<file path="src/hw/sd_spi_pkg.sv">
// Frame sizes, start token, request and CRC control types for the SD SPI transmitter
`default_nettype none

package sd_spi_pkg;

  // Bit counter
  localparam int BIT_COUNT_W = 10;

  // Command frame layout
  localparam int CMD_FRAME_BITS = 48;
  localparam int CMD_CRC_START  = 40;
  localparam int CRC7_BITS      = 7;

  // Data frame layout, block cut down to 64 bytes
  localparam int BLOCK_BITS      = 512;
  localparam int TOKEN_BITS      = 8;
  localparam int CRC16_BITS      = 16;
  localparam int DATA_FRAME_BITS = TOKEN_BITS + BLOCK_BITS + CRC16_BITS;

  // Shift register holds the token plus block, the longest payload
  localparam int FRAME_SR_W = TOKEN_BITS + BLOCK_BITS;

  localparam logic [TOKEN_BITS-1:0] START_TOKEN = 8'hFE;

  // One request from the controller
  typedef struct packed {
    logic                  is_data;
    logic [5:0]            cmd_index;
    logic [31:0]           argument;
    logic [BLOCK_BITS-1:0] block;
  } sd_request_t;

  // Shared control for both CRC units
  typedef struct packed {
    logic clear;
    logic feed;
    logic shift;
    logic bit_in;
  } sd_crc_ctl_t;

endpackage

`default_nettype wire

</file>
<file path="src/hw/sd_crc16_gen.sv">
// CRC16 generator: folds block bits into the remainder, then shifts it out
`timescale 1ns/1ps
`default_nettype none

module sd_crc16_gen
  import sd_spi_pkg::*;
(
  input  logic        clock,
  input  logic        rst,
  input  sd_crc_ctl_t crc_ctl,
  output logic        crc16_msb
);

  logic [CRC16_BITS-1:0] crc_q;
  logic                  fb;

  // CCITT feedback, x^16 + x^12 + x^5 + 1
  assign fb = crc_q[CRC16_BITS-1] ^ crc_ctl.bit_in;

  always_ff @(posedge clock) begin
    if (rst) begin
      crc_q <= '0;
    end else if (crc_ctl.clear) begin
      crc_q <= '0;
    end else if (crc_ctl.feed) begin
      crc_q <= {crc_q[14:12],
                crc_q[11] ^ fb,
                crc_q[10:5],
                crc_q[4] ^ fb,
                crc_q[3:0],
                fb};
    end else if (crc_ctl.shift) begin
      crc_q <= {crc_q[CRC16_BITS-2:0], 1'b1};
    end
  end

  assign crc16_msb = crc_q[CRC16_BITS-1];

  // Feed and shift windows never overlap
  a_feed_shift: assert property (
    @(posedge clock) disable iff (rst)
    !(crc_ctl.feed && crc_ctl.shift)
  ) else $error("crc16: feed and shift high together");

  // Shift window always directly follows the last fed bit
  a_shift_after_feed: assert property (
    @(posedge clock) disable iff (rst)
    (crc_ctl.shift && !$past(crc_ctl.shift)) |-> $past(crc_ctl.feed)
  ) else $error("crc16: shift window not preceded by feed");

endmodule

`default_nettype wire

</file>
<file path="src/hw/sd_crc7_gen.sv">
// CRC7 generator: folds command bits into the remainder, then shifts it out
`timescale 1ns/1ps
`default_nettype none

module sd_crc7_gen
  import sd_spi_pkg::*;
(
  input  logic        clock,
  input  logic        rst,
  input  sd_crc_ctl_t crc_ctl,
  output logic        crc7_msb
);

  logic [CRC7_BITS-1:0] crc_q;
  logic                 fb;

  // Feedback for x^7 + x^3 + 1
  assign fb = crc_q[CRC7_BITS-1] ^ crc_ctl.bit_in;

  always_ff @(posedge clock) begin
    if (rst) begin
      crc_q <= '0;
    end else if (crc_ctl.clear) begin
      crc_q <= '0;
    end else if (crc_ctl.feed) begin
      crc_q <= {crc_q[5:3], crc_q[2] ^ fb, crc_q[1:0], fb};
    end else if (crc_ctl.shift) begin
      // Ones fill in behind as the remainder goes out
      crc_q <= {crc_q[CRC7_BITS-2:0], 1'b1};
    end
  end

  assign crc7_msb = crc_q[CRC7_BITS-1];

  // Controller phases are exclusive
  a_ctl_exclusive: assert property (
    @(posedge clock) disable iff (rst)
    $onehot0({crc_ctl.clear, crc_ctl.feed, crc_ctl.shift})
  ) else $error("crc7: clear, feed and shift overlap");

endmodule

`default_nettype wire

</file>
<file path="src/hw/sd_frame_ctrl.sv">
// Frame controller: request latch, payload shift register, bit counter and mosi mux
`timescale 1ns/1ps
`default_nettype none

module sd_frame_ctrl
  import sd_spi_pkg::*;
(
  input  logic        clock,
  input  logic        rst,
  input  sd_request_t req,
  input  logic        req_valid,
  input  logic        crc7_msb,
  input  logic        crc16_msb,
  output sd_crc_ctl_t crc_ctl,
  output logic        mosi,
  output logic        sending
);

  logic                   accept;
  logic                   is_data_q;
  logic [FRAME_SR_W-1:0]  frame_sr_q;
  logic [FRAME_SR_W-1:0]  frame_load;
  logic [BIT_COUNT_W-1:0] count_q;
  logic [BIT_COUNT_W-1:0] count_load;

  // Remaining-bit thresholds for the current frame kind
  logic [BIT_COUNT_W-1:0] crc_from;
  logic                   payload_phase;
  logic                   crc_phase;
  logic                   token_phase;
  logic                   sr_msb;

  // Strobes while busy are simply dropped
  assign accept = req_valid && !sending;

  always_comb begin
    if (req.is_data) begin
      frame_load = {START_TOKEN, req.block};
      count_load = BIT_COUNT_W'(DATA_FRAME_BITS);
    end else begin
      // Start bit, transmission bit, index, argument, then idle ones
      frame_load = {1'b0, 1'b1, req.cmd_index, req.argument,
                    {(FRAME_SR_W - CMD_CRC_START){1'b1}}};
      count_load = BIT_COUNT_W'(CMD_FRAME_BITS);
    end
  end

  // Latched kind and payload
  always_ff @(posedge clock) begin
    if (accept) begin
      is_data_q  <= req.is_data;
      frame_sr_q <= frame_load;
    end else if (sending) begin
      frame_sr_q <= {frame_sr_q[FRAME_SR_W-2:0], 1'b1};
    end
  end

  // Count of bits still to send, and the busy flag
  always_ff @(posedge clock) begin
    if (rst) begin
      count_q <= '0;
      sending <= 1'b0;
    end else if (accept) begin
      count_q <= count_load;
      sending <= 1'b1;
    end else if (sending) begin
      count_q <= count_q - 1'b1;
      if (count_q == BIT_COUNT_W'(1)) begin
        sending <= 1'b0;
      end
    end
  end

  assign crc_from = is_data_q ? BIT_COUNT_W'(CRC16_BITS)
                              : BIT_COUNT_W'(CMD_FRAME_BITS - CMD_CRC_START);

  assign sr_msb = frame_sr_q[FRAME_SR_W-1];

  always_comb begin
    payload_phase = sending && (count_q > crc_from);
    // Command CRC stops one short of the end bit
    crc_phase     = sending && (count_q <= crc_from)
                    && (is_data_q || (count_q > BIT_COUNT_W'(1)));
    // Token bits go out but are not part of the CRC16
    token_phase   = is_data_q && (count_q > BIT_COUNT_W'(BLOCK_BITS + CRC16_BITS));
  end

  always_comb begin
    if (payload_phase) begin
      mosi = sr_msb;
    end else if (crc_phase) begin
      mosi = is_data_q ? crc16_msb : crc7_msb;
    end else begin
      // End bit and idle
      mosi = 1'b1;
    end
  end

  always_comb begin
    crc_ctl.clear  = accept;
    crc_ctl.feed   = payload_phase && !token_phase;
    crc_ctl.shift  = crc_phase;
    crc_ctl.bit_in = sr_msb;
  end

  // Busy flag and counter are kept in separate flops
  a_sending_count: assert property (
    @(posedge clock) disable iff (rst)
    sending == (count_q != '0)
  ) else $error("frame_ctrl: sending disagrees with bit counter");

  a_idle_high: assert property (
    @(posedge clock) disable iff (rst)
    !sending |-> mosi
  ) else $error("frame_ctrl: mosi low while idle");

endmodule

`default_nettype wire

</file>
<file path="src/hw/sd_spi_tx.sv">
// SD SPI transmit path top: frame controller with CRC7 and CRC16 units
`timescale 1ns/1ps
`default_nettype none

module sd_spi_tx
  import sd_spi_pkg::*;
(
  input  logic        clock,
  input  logic        rst,
  input  sd_request_t req,
  input  logic        req_valid,
  output logic        mosi,
  output logic        sending
);

  sd_crc_ctl_t crc_ctl;
  logic        crc7_msb;
  logic        crc16_msb;

  sd_frame_ctrl i_sd_frame_ctrl (
    .clock     (clock),
    .rst       (rst),
    .req       (req),
    .req_valid (req_valid),
    .crc7_msb  (crc7_msb),
    .crc16_msb (crc16_msb),
    .crc_ctl   (crc_ctl),
    .mosi      (mosi),
    .sending   (sending)
  );

  // Both CRC units see the same bit stream
  sd_crc7_gen i_sd_crc7_gen (
    .clock    (clock),
    .rst      (rst),
    .crc_ctl  (crc_ctl),
    .crc7_msb (crc7_msb)
  );

  sd_crc16_gen i_sd_crc16_gen (
    .clock     (clock),
    .rst       (rst),
    .crc_ctl   (crc_ctl),
    .crc16_msb (crc16_msb)
  );

endmodule

`default_nettype wire

</file>
<file path="config.mk">
export PLATFORM = sky130hd
export DESIGN_NAME = sd_spi_tx
export DESIGN_NICKNAME = d
export VERILOG_FILES = /design/src/hw/sd_spi_pkg.sv /design/src/hw/sd_crc16_gen.sv /design/src/hw/sd_crc7_gen.sv /design/src/hw/sd_frame_ctrl.sv /design/src/hw/sd_spi_tx.sv
export SDC_FILE = /design/constraint.sdc
export NUM_CORES = 1
export LEC_CHECK = 0
export ABC_AREA = 1
export BUFFER_PORTS_ARGS = -buffer_cell sky130_fd_sc_hd__buf_2
export CORE_ASPECT_RATIO = 0.6
export CORE_MARGIN = 2
export CORE_UTILIZATION = 54
export DETAILED_ROUTE_END_ITERATION = 16
export GPL_TIMING_DRIVEN = 1
export PLACE_DENSITY = 0.81
export SYNTH_ARGS = -nofsm -noshare
export SYNTH_HDL_FRONTEND = slang
export SYNTH_SLANG_ARGS = --single-unit
</file>
<file path="constraint.sdc">
create_clock -name clock -period 22.3 [get_ports clock]
set_input_delay 6.69 -clock clock [delete_from_list [all_inputs] [get_ports clock]]
set_output_delay 6.69 -clock clock [all_outputs]
set_load 0.02 [all_outputs]
</file>
==> results of run 1 <==
## logic make-up (layout without fill, tap and decap cells)
kind of cell,after synthesis,count (layout),share of synthesized area (%)
AOI/OAI and AO/OA,530,530,19.7
adders and majority gates,4,4,0.220
xor gates and xnor gates,5,5,0.192
other,0,22,0
DFF,555,555,71.7
and+or+nand+nor,241,241,4.47
buffers and inverters,151,679,3.70
## where the power goes
part	leakage (nW)	internal, W	switching, W
Clock	0.777	0.000480	0.000370
Combinational	4.02	0.000130	0.000138
Sequential	5.15	0.00128	0.0000384
## how the worst max path moves through the flow
stage / depth (start not counted) / slack (ps) / end
finish: 7 / 12610 / i_sd_frame_ctrl.frame_sr_q[14]$_DFFE_PP_
global route: 7 / 12180 / i_sd_frame_ctrl.frame_sr_q[14]$_DFFE_PP_
CTS: 7 / 12410 / i_sd_frame_ctrl.frame_sr_q[14]$_DFFE_PP_
detailed placement: 7 / 11830 / i_sd_frame_ctrl.frame_sr_q[43]$_DFFE_PP_
global placement: 7 / 11910 / i_sd_frame_ctrl.frame_sr_q[12]$_DFFE_PP_
floorplan: 2 / 4640 / i_sd_frame_ctrl.frame_sr_q[0]$_SDFFCE_PN1P_
## final cells by class
cell class / instances / share of cell area [%]
Sequential cell: 555 / 59.8
Multi-Input combinational cell: 780 / 20.6
Timing Repair Buffer: 565 / 10.5
Clock buffer: 67 / 5.08
Tap cell: 570 / 2.61
Clock inverter: 19 / 0.697
Inverter: 28 / 0.481
Antenna cell: 22 / 0.202
## layer usage
metal / up-vias / track usage [%] / share of wire, %
met3: 123 / 6.75 / 7.5
met2: 527 / 36.8 / 48
li1: 6997 / - / -
met4: 14 / 7.42 / 2.8
met1: 7399 / 31.0 / 41
met5: - / 0 / 0.17
## through the flow
step	instances	setup slack [ps]	power [W]	cell area [um^2]
floorplan	1486	4640	0.00154	22800
global placement	2498	11910	0.00159	25700
detailed placement	2498	11830	0.00161	25700
CTS	2584	12410	0.00245	27200
global route	2596	12180	0.00253	27300
finish	2606	12610	0.00244	27300
## state kept, by name (all words and copies together) (netlist names)
name	flops
i_sd_frame_ctrl.sending	1
i_sd_frame_ctrl.count_q	10
i_sd_crc16_gen.crc_q	16
i_sd_frame_ctrl.frame_sr_q	520
i_sd_crc7_gen.crc_q	7
i_sd_frame_ctrl.is_data_q	1
## worst register-to-register path, cell delays in order, from the launching register on
cell and delay [ps]:
sky130_fd_sc_hd__dfxtp_1 590, sky130_fd_sc_hd__inv_4 60, sky130_fd_sc_hd__nand2_4 380, sky130_fd_sc_hd__inv_16 240, sky130_fd_sc_hd__nand2_8 690, sky130_fd_sc_hd__buf_4 950
sky130_fd_sc_hd__buf_4 790, sky130_fd_sc_hd__o22a_1 250
## cells in the final DEF, fill, tap and decap left out, types with 11 or more instances in the layout
cell / Yosys / routed
sky130_fd_sc_hd__diode_2: 0 / 22
sky130_fd_sc_hd__buf_2: 82 / 555
sky130_fd_sc_hd__nor2_1: 54 / 54
sky130_fd_sc_hd__clkbuf_1: 14 / 11
sky130_fd_sc_hd__nand3_1: 36 / 36
sky130_fd_sc_hd__clkbuf_16: 0 / 51
sky130_fd_sc_hd__o22a_1: 484 / 484
sky130_fd_sc_hd__edfxtp_1: 521 / 521
sky130_fd_sc_hd__nand2_1: 128 / 128
sky130_fd_sc_hd__o21ai_0: 30 / 30
sky130_fd_sc_hd__inv_1: 22 / 21
sky130_fd_sc_hd__dfxtp_1: 34 / 34
==> metrics.md, run 1 <==
| Metric | Value |
|---|---|
| Status | `completed` |
| Fraction of final layout cells sized beyond drive strength 1 | `between 30% and 40%` |
| Ordered cell list for the critical path | `buf_2 -> nand2_4 -> inv_16 -> nand2_8 -> buf_4 -> buf_4 -> o22a_1` |
| Fill cells | `a little over 3,000` |
| Count of maximum capacitance violations | `0` |
| Relative slew slack | `20.5%` |
| Endpoint required time on the critical path | `approximately 23,000 ps` |
| Vias in the first global route | `about 15,000` |
| Worst skew pair latency | `~560 ps` |
| Total Nets Final | `between 2,000 and 3,000` |
| Global-route congestion overflow total | `0` |
| Sum of buffers and inverters on the critical path | `4` |
| Share of the synthesized area in the top cell type | `68.7%` |
| Effective utilization at floorplan | `between 50% and 60%` |
| Post-synthesis average cell area | `about 15 um^2` |
| Y dimension of the die | `~160 um` |
| Relative area change from synthesis to final layout | `19.9%` |
| Ratio of total power to cell area | `between 80 and 90 nW/um^2` |
| Leak pwr | `between 9 and 10 nW` |
| Reg-to-reg endpoint | `i_sd_frame_ctrl.frame_sr_q[14]$_DFFE_PP_` |
| CTS tree | `yes` |
| First-pass detailed-route iteration total | `9` |
| Min Clock Period, post-route | `between 9000 and 10,000 ps` |
| Count of instances resized after the clock tree is built | `0` |
| Total via count in the routed design | `15,100` |
| Top cell type by total area after synthesis | `sky130_fd_sc_hd__edfxtp_1` |
| Synth unique cells | `31` |
| Largest stage delay on the critical path | `approximately 940 ps` |
| Cell family with the largest share of critical-path delay | `buffers and inverters` |
| Hold Worst Slack | `approximately 480 ps` |
| Clock sink total | `555` |
| Number of pins with negative max-slew slack in the final report | `0` |
| Post-layout util | `roughly 65%` |
| Post-CTS Setup Repair Bufs | `0` |
| Max Freq | `103 MHz` |
| End of the worst hold path | `i_sd_frame_ctrl.count_q[8]$_SDFFE_PP0P_` |
| Share of the clock period used by the worst path | `43.4%` |
| DIE AREA | `43,900 um^2` |
| Area contributors post-synth | `sky130_fd_sc_hd__edfxtp_1, sky130_fd_sc_hd__o22a_1, sky130_fd_sc_hd__dfxtp_1, sky130_fd_sc_hd__nand2_1, sky130_fd_sc_hd__buf_2` |
| Accumulated negative setup slack | `0 ps` |
| CTS Buffer Depth | `3` |
| Drt first-iter violations | `1,778` |
| Flops & latches, synth | `~560` |
| Largest net degree at the start of global routing | `around 200` |
| Fraction of synthesis flops using an asynchronous set or reset pin | `0%` |
| Storage cell area | `roughly 16,000 um^2` |
| Via/cell ratio | `between 5 and 6` |
| Data arrival time of the worst path | `approximately 10,000 ps` |
| Routed wire length | `53,600 um` |
| DP HPWL | `~35,000 um` |
| Tot GR Track Use | `23.2%` |
| Post-Syn Nets | `~2,000` |
| Ports | `556` |
| Leading cell type by number of instances after synthesis | `sky130_fd_sc_hd__edfxtp_1` |
| Main flop type after synthesis | `sky130_fd_sc_hd__edfxtp_1` |
| Cell depth of the worst min-delay path | `2` |
| Post-synthesis cell count | `between 1,000 and 1,500` |
| Clock transition at path regs | `~60 ps` |
| Slowest CP cell | `sky130_fd_sc_hd__buf_4` |
| Count of hold buffers inserted by post-cts repair | `0` |
| DRC violations left | `0` |
| Hold_sp | `i_sd_frame_ctrl.count_q[8]$_SDFFE_PP0P_` |
| Final estimated routing congestion in global placement | `0.842` |
| Final hold violation count | `0` |
| Depth of the worst register-to-register path | `7` |
| Placeable core region | `between 40,000 and 50,000 um^2` |
| Commonest cells post-synth | `sky130_fd_sc_hd__edfxtp_1, sky130_fd_sc_hd__o22a_1, sky130_fd_sc_hd__nand2_1` |
| Clock tree skew after final layout | `around 22 ps` |
| Worst Setup SP | `req_valid` |
| CTS Buf Count | `49` |
| Post-detailed-route wirelength per cell | `20.6 um` |
| Number of standard-cell rows in the floorplan | `slightly below 60` |
| Most used cell, CP | `sky130_fd_sc_hd__buf_4` |
| Critical Path Fanout Max | `about 180` |
| Post-detailed-route count of antenna-violating nets | `0` |
| Type of the most critical hold path | `flop to flop` |
| Category of the worst setup path capture point | `flop` |
| Worst IR Drop VDD | `roughly 0.066 mV` |
| Yosys warning count | `0` |
| Element type at the critical path start | `input pin` |
| Post-synthesis instance area | `22,800 um^2` |
| # H-tree levels | `2` |
| Setup repair after global routing missed its margin | `false` |
| Clock root buffer master | `sky130_fd_sc_hd__clkbuf_16` |
| RR Startpoint | `i_sd_frame_ctrl.sending$_SDFF_PP0_` |
| Sequential element share of the synthesized area | `between 70% and 80%` |
| Total area of multi-input combinational cells | `~5600 um^2` |
| Antenna violations before repair | `25` |
| Register-to-register path setup slack | `about 18,000 ps` |
| First-pass GRT wire length | `between 70,000 and 80,000 um` |
| Worst-Margin Slew | `roughly 1200 ps` |
| Number of buffer cells added on primary ports | `around 560` |
| Setup CP Type | `input pin to flop` |
| Chip width | `roughly 270 um` |
| Setup-failing EPs final | `0` |
| EDFF count, synth | `521` |
(Power assumes the default switching activity.)
==> run 2: changes to the inputs <==
--- a/config.mk
+++ b/config.mk
@@ -9,10 +9,10 @@
 export BUFFER_PORTS_ARGS = -buffer_cell sky130_fd_sc_hd__buf_2
 export CORE_ASPECT_RATIO = 0.6
 export CORE_MARGIN = 2
-export CORE_UTILIZATION = 54
+export CORE_UTILIZATION = 48
 export DETAILED_ROUTE_END_ITERATION = 16
 export GPL_TIMING_DRIVEN = 1
-export PLACE_DENSITY = 0.81
+export PLACE_DENSITY = 0.76
 export SYNTH_ARGS = -nofsm -noshare
 export SYNTH_HDL_FRONTEND = slang
 export SYNTH_SLANG_ARGS = --single-unit
==> constraint.sdc (replaced) <==
create_clock -name clock -period 8.5 [get_ports clock]
set_input_delay 2.55 -clock clock [delete_from_list [all_inputs] [get_ports clock]]
set_output_delay 2.55 -clock clock [all_outputs]
set_load 0.02 [all_outputs]
==> run 2 against run 1 <==
Net effect: count of clock-buffer cells in the layout shrank 4; critical path depth shrank 1; utilization shrank 6.2 points; register-to-register slack lost 13000 ps; clock power grew to 2.8 times the previous value; hold slack lost 2.5 ps; non-clock buffer count grew 1; die area grew 12%; critical path type unchanged; critical endpoint is now i_sd_frame_ctrl.frame_sr_q[81]$_DFFE_PP_.
==> metrics.md, run 2 (same netlist as run 1, synthesis figures left out) <==
| Metric | Value |
|---|---|
| Status | `completed` |
| CTS Buf Count | `51 (+4.1%)` |
| Max Freq | `196 MHz` |
| Reg-to-reg endpoint | `i_sd_frame_ctrl.frame_sr_q[81]$_DFFE_PP_` |
| Global-route congestion overflow total | `0 (unchanged)` |
| DRC violations left | `0 (unchanged)` |
| Worst skew pair latency | `570 ps (about the same)` |
| Worst-Margin Slew | `1150 ps (-41.0 ps)` |
| Number of pins with negative max-slew slack in the final report | `0 (unchanged)` |
| Post-detailed-route count of antenna-violating nets | `0 (unchanged)` |
| Setup slack after placement | `2890 ps (-8940 ps)` |
| Largest stage delay on the critical path | `930 ps (about the same)` |
| Y dimension of the die | `173 um (+5.9%)` |
| Clock transition at path regs | `70 ps (about the same)` |
| # H-tree levels | `2 (unchanged)` |
| Number of standard-cell rows in the floorplan | `61 (+5.2%)` |
| Share of the clock period used by the worst path | `around three fifths` |
| Element type at the critical path start | `input pin` |
| Setup repair after global routing missed its margin | `false` |
| Antenna violations before repair | `22 (-12%)` |
| Tot GR Track Use | `21.6% (-1.6 points)` |
| Critical Path Fanout Max | `141 (-23%)` |
| Ports | `556 (unchanged)` |
| Commonest non-fill, non-tap cell in the layout | `sky130_fd_sc_hd__buf_2` |
| Slowest CP cell | `sky130_fd_sc_hd__buf_4` |
| Data arrival time of the worst path | `5540 ps (-4560 ps)` |
| Placeable core region | `46,600 um^2 (+12%)` |
| Total via count in the routed design | `15,000 (-0.27%)` |
| Clock tree skew after final layout | `15.6 ps (-6.28 ps)` |
| CTS Buffer Depth | `3 (unchanged)` |
| Largest registers in the final layout | `i_sd_frame_ctrl.frame_sr_q: 520 flops, i_sd_crc16_gen.crc_q: 16 flops, i_sd_frame_ctrl.count_q: 10 flops` |
| Most used cell, CP | `sky130_fd_sc_hd__buf_4` |
| Final estimated routing congestion in global placement | `0.857 (+1.8%)` |
| First-pass detailed-route iteration total | `5 (-4)` |
| Setup CP Type | `input pin to flop` |
| Leak pwr | `10.0 nW (+0.81%)` |
| Ordered cell list for the critical path | `buf_2 -> nand2_4 -> inv_16 -> buf_4 -> buf_4 -> o22a_1` |
| Type of the most critical hold path | `flop to flop` |
| Fraction of final layout cells sized beyond drive strength 1 | `32.9% (+0.22 points)` |
| Fill cells | `3,651 (+20%)` |
| Worst Setup SP | `req_valid` |
| Min Clock Period, post-route | `between 5000 and 6000 ps` |
| Relative area change from synthesis to final layout | `21.0%` |
| Chip width | `285 um (+6.0%)` |
| Relative slew slack | `23.2% (+2.7 points)` |
| Setup-failing EPs final | `0 (unchanged)` |
| Capture point of the critical path | `i_sd_frame_ctrl.frame_sr_q[81]$_DFFE_PP_` |
| Category of the worst setup path capture point | `flop` |
| CTS tree | `yes` |
| Count of instances resized after the clock tree is built | `0 (unchanged)` |
| Drt first-iter violations | `1,464 (-18%)` |
| Largest Register | `i_sd_frame_ctrl.frame_sr_q` |
| RR Startpoint | `i_sd_frame_ctrl.sending$_SDFF_PP0_` |
| Depth of the worst register-to-register path | `6 (-1)` |
| Clock root buffer master | `sky130_fd_sc_hd__clkbuf_16` |
| Power after layout | `0.00654 W (+170%)` |
| Flip-flop count of the largest register after layout | `520 (unchanged)` |
| Number of buffer cells added on primary ports | `555 (unchanged)` |
| Endpoint required time on the critical path | `8930 ps (-13,790 ps)` |
| Via/cell ratio | `5.62 (-2.7%)` |
| Vias in the first global route | `15,000 (+2.3%)` |
| Post-CTS Setup Repair Bufs | `0 (unchanged)` |
| Post-detailed-route wirelength per cell | `20.6 um (+0.11%)` |
| DP HPWL | `35,900 um (+2.3%)` |
| First-pass GRT wire length | `84,200 um (+7.0%)` |
| Total Nets Final | `2,540 (+0.12%)` |
| Worst setup slack after layout | `3390 ps (-9230 ps)` |
| Register-to-register path setup slack | `4910 ps (-13,290 ps)` |
| Worst IR Drop VDD | `0.208 mV (+210%)` |
| Count of hold buffers inserted by post-cts repair | `0 (unchanged)` |
| Clock sink total | `555 (unchanged)` |
| Largest net degree at the start of global routing | `236 (+19%)` |
| Effective utilization at floorplan | `48.9% (-5.7 points)` |
| Routed wire length | `55,000 um (+2.6%)` |
| Leading cell types in the layout, fill and taps excluded | `sky130_fd_sc_hd__buf_2, sky130_fd_sc_hd__edfxtp_1, sky130_fd_sc_hd__o22a_1` |
| DIE AREA | `49,200 um^2 (+12%)` |
| Final hold violation count | `0 (unchanged)` |
| Cells after DPL | `2,559 (+2.4%)` |
| Ratio of total power to cell area | `237 nW/um^2 (+170%)` |
| Post-Layout Cell Count | `2,672 (+2.5%)` |
| Count of maximum capacitance violations | `0 (unchanged)` |
## run 2: worst max-delay path: cells and delay by family
family	cells	cell delay [ps]
and+or+nand+nor	1	280
AOI/OAI and AO/OA	1	220
buffers and inverters	4	2270
## run 2: cell type report
type / count / area, um^2 / area share, %
diodes: 17 / 42.5 / 0.154
clock buffers: 63 / 1360 / 4.95
clock inverters: 33 / 357 / 1.29
inverters: 28 / 128 / 0.463
multi-input cells: 780 / 5620 / 20.4
flip-flops and latches: 555 / 16300 / 59.3
well taps: 630 / 788 / 2.86
repair buffers: 566 / 2920 / 10.6
## run 2: how the worst min path moves through the flow
stage                                              endpoint                               startpoint  slack, ps  cells after the start
finish                 i_sd_crc16_gen.crc_q[0]$_SDFFE_PP0P_     i_sd_crc16_gen.crc_q[0]$_SDFFE_PP0P_        480                      2
global route        i_sd_frame_ctrl.count_q[8]$_SDFFE_PP0P_  i_sd_frame_ctrl.count_q[8]$_SDFFE_PP0P_        490                      2
CTS                 i_sd_frame_ctrl.count_q[8]$_SDFFE_PP0P_  i_sd_frame_ctrl.count_q[8]$_SDFFE_PP0P_        480                      2
detailed placement     i_sd_crc16_gen.crc_q[0]$_SDFFE_PP0P_     i_sd_crc16_gen.crc_q[0]$_SDFFE_PP0P_        460                      2
global placement       i_sd_crc16_gen.crc_q[0]$_SDFFE_PP0P_     i_sd_crc16_gen.crc_q[0]$_SDFFE_PP0P_        450                      2
floorplan              i_sd_crc16_gen.crc_q[0]$_SDFFE_PP0P_     i_sd_crc16_gen.crc_q[0]$_SDFFE_PP0P_        440                      2
## run 2: report_power, final
group          internal, W  total (W)  switching [W]
clock network      0.00136    0.00236        0.00101
registers          0.00336    0.00347       0.000101
logic             0.000344   0.000711       0.000366
## run 2: metrics by stage
stage / utilization, % / area, um^2 / hold slack (ps) / TNS (ps)
after floorplan: - / 22800 / 440 / -1234870
after global placement: 55.4 / 25800 / 453 / 0
after detailed placement: 55.4 / 25800 / 461 / 0
after CTS: 59.1 / 27500 / 475 / 0
after global routing: 59.1 / 27500 / 494 / 0
final: 59.2 / 27500 / 476 / 0
## run 2: metal layers
layer | vias to the layer above | GRT usage, % | share of wire, %
li1 | 7011 | - | -
met1 | 7397 | 29.1 | 42
met2 | 493 | 35.0 | 49
met3 | 107 | 5.51 | 6.9
met4 | 12 | 6.02 | 2.4
met5 | - | 0 | 0.13
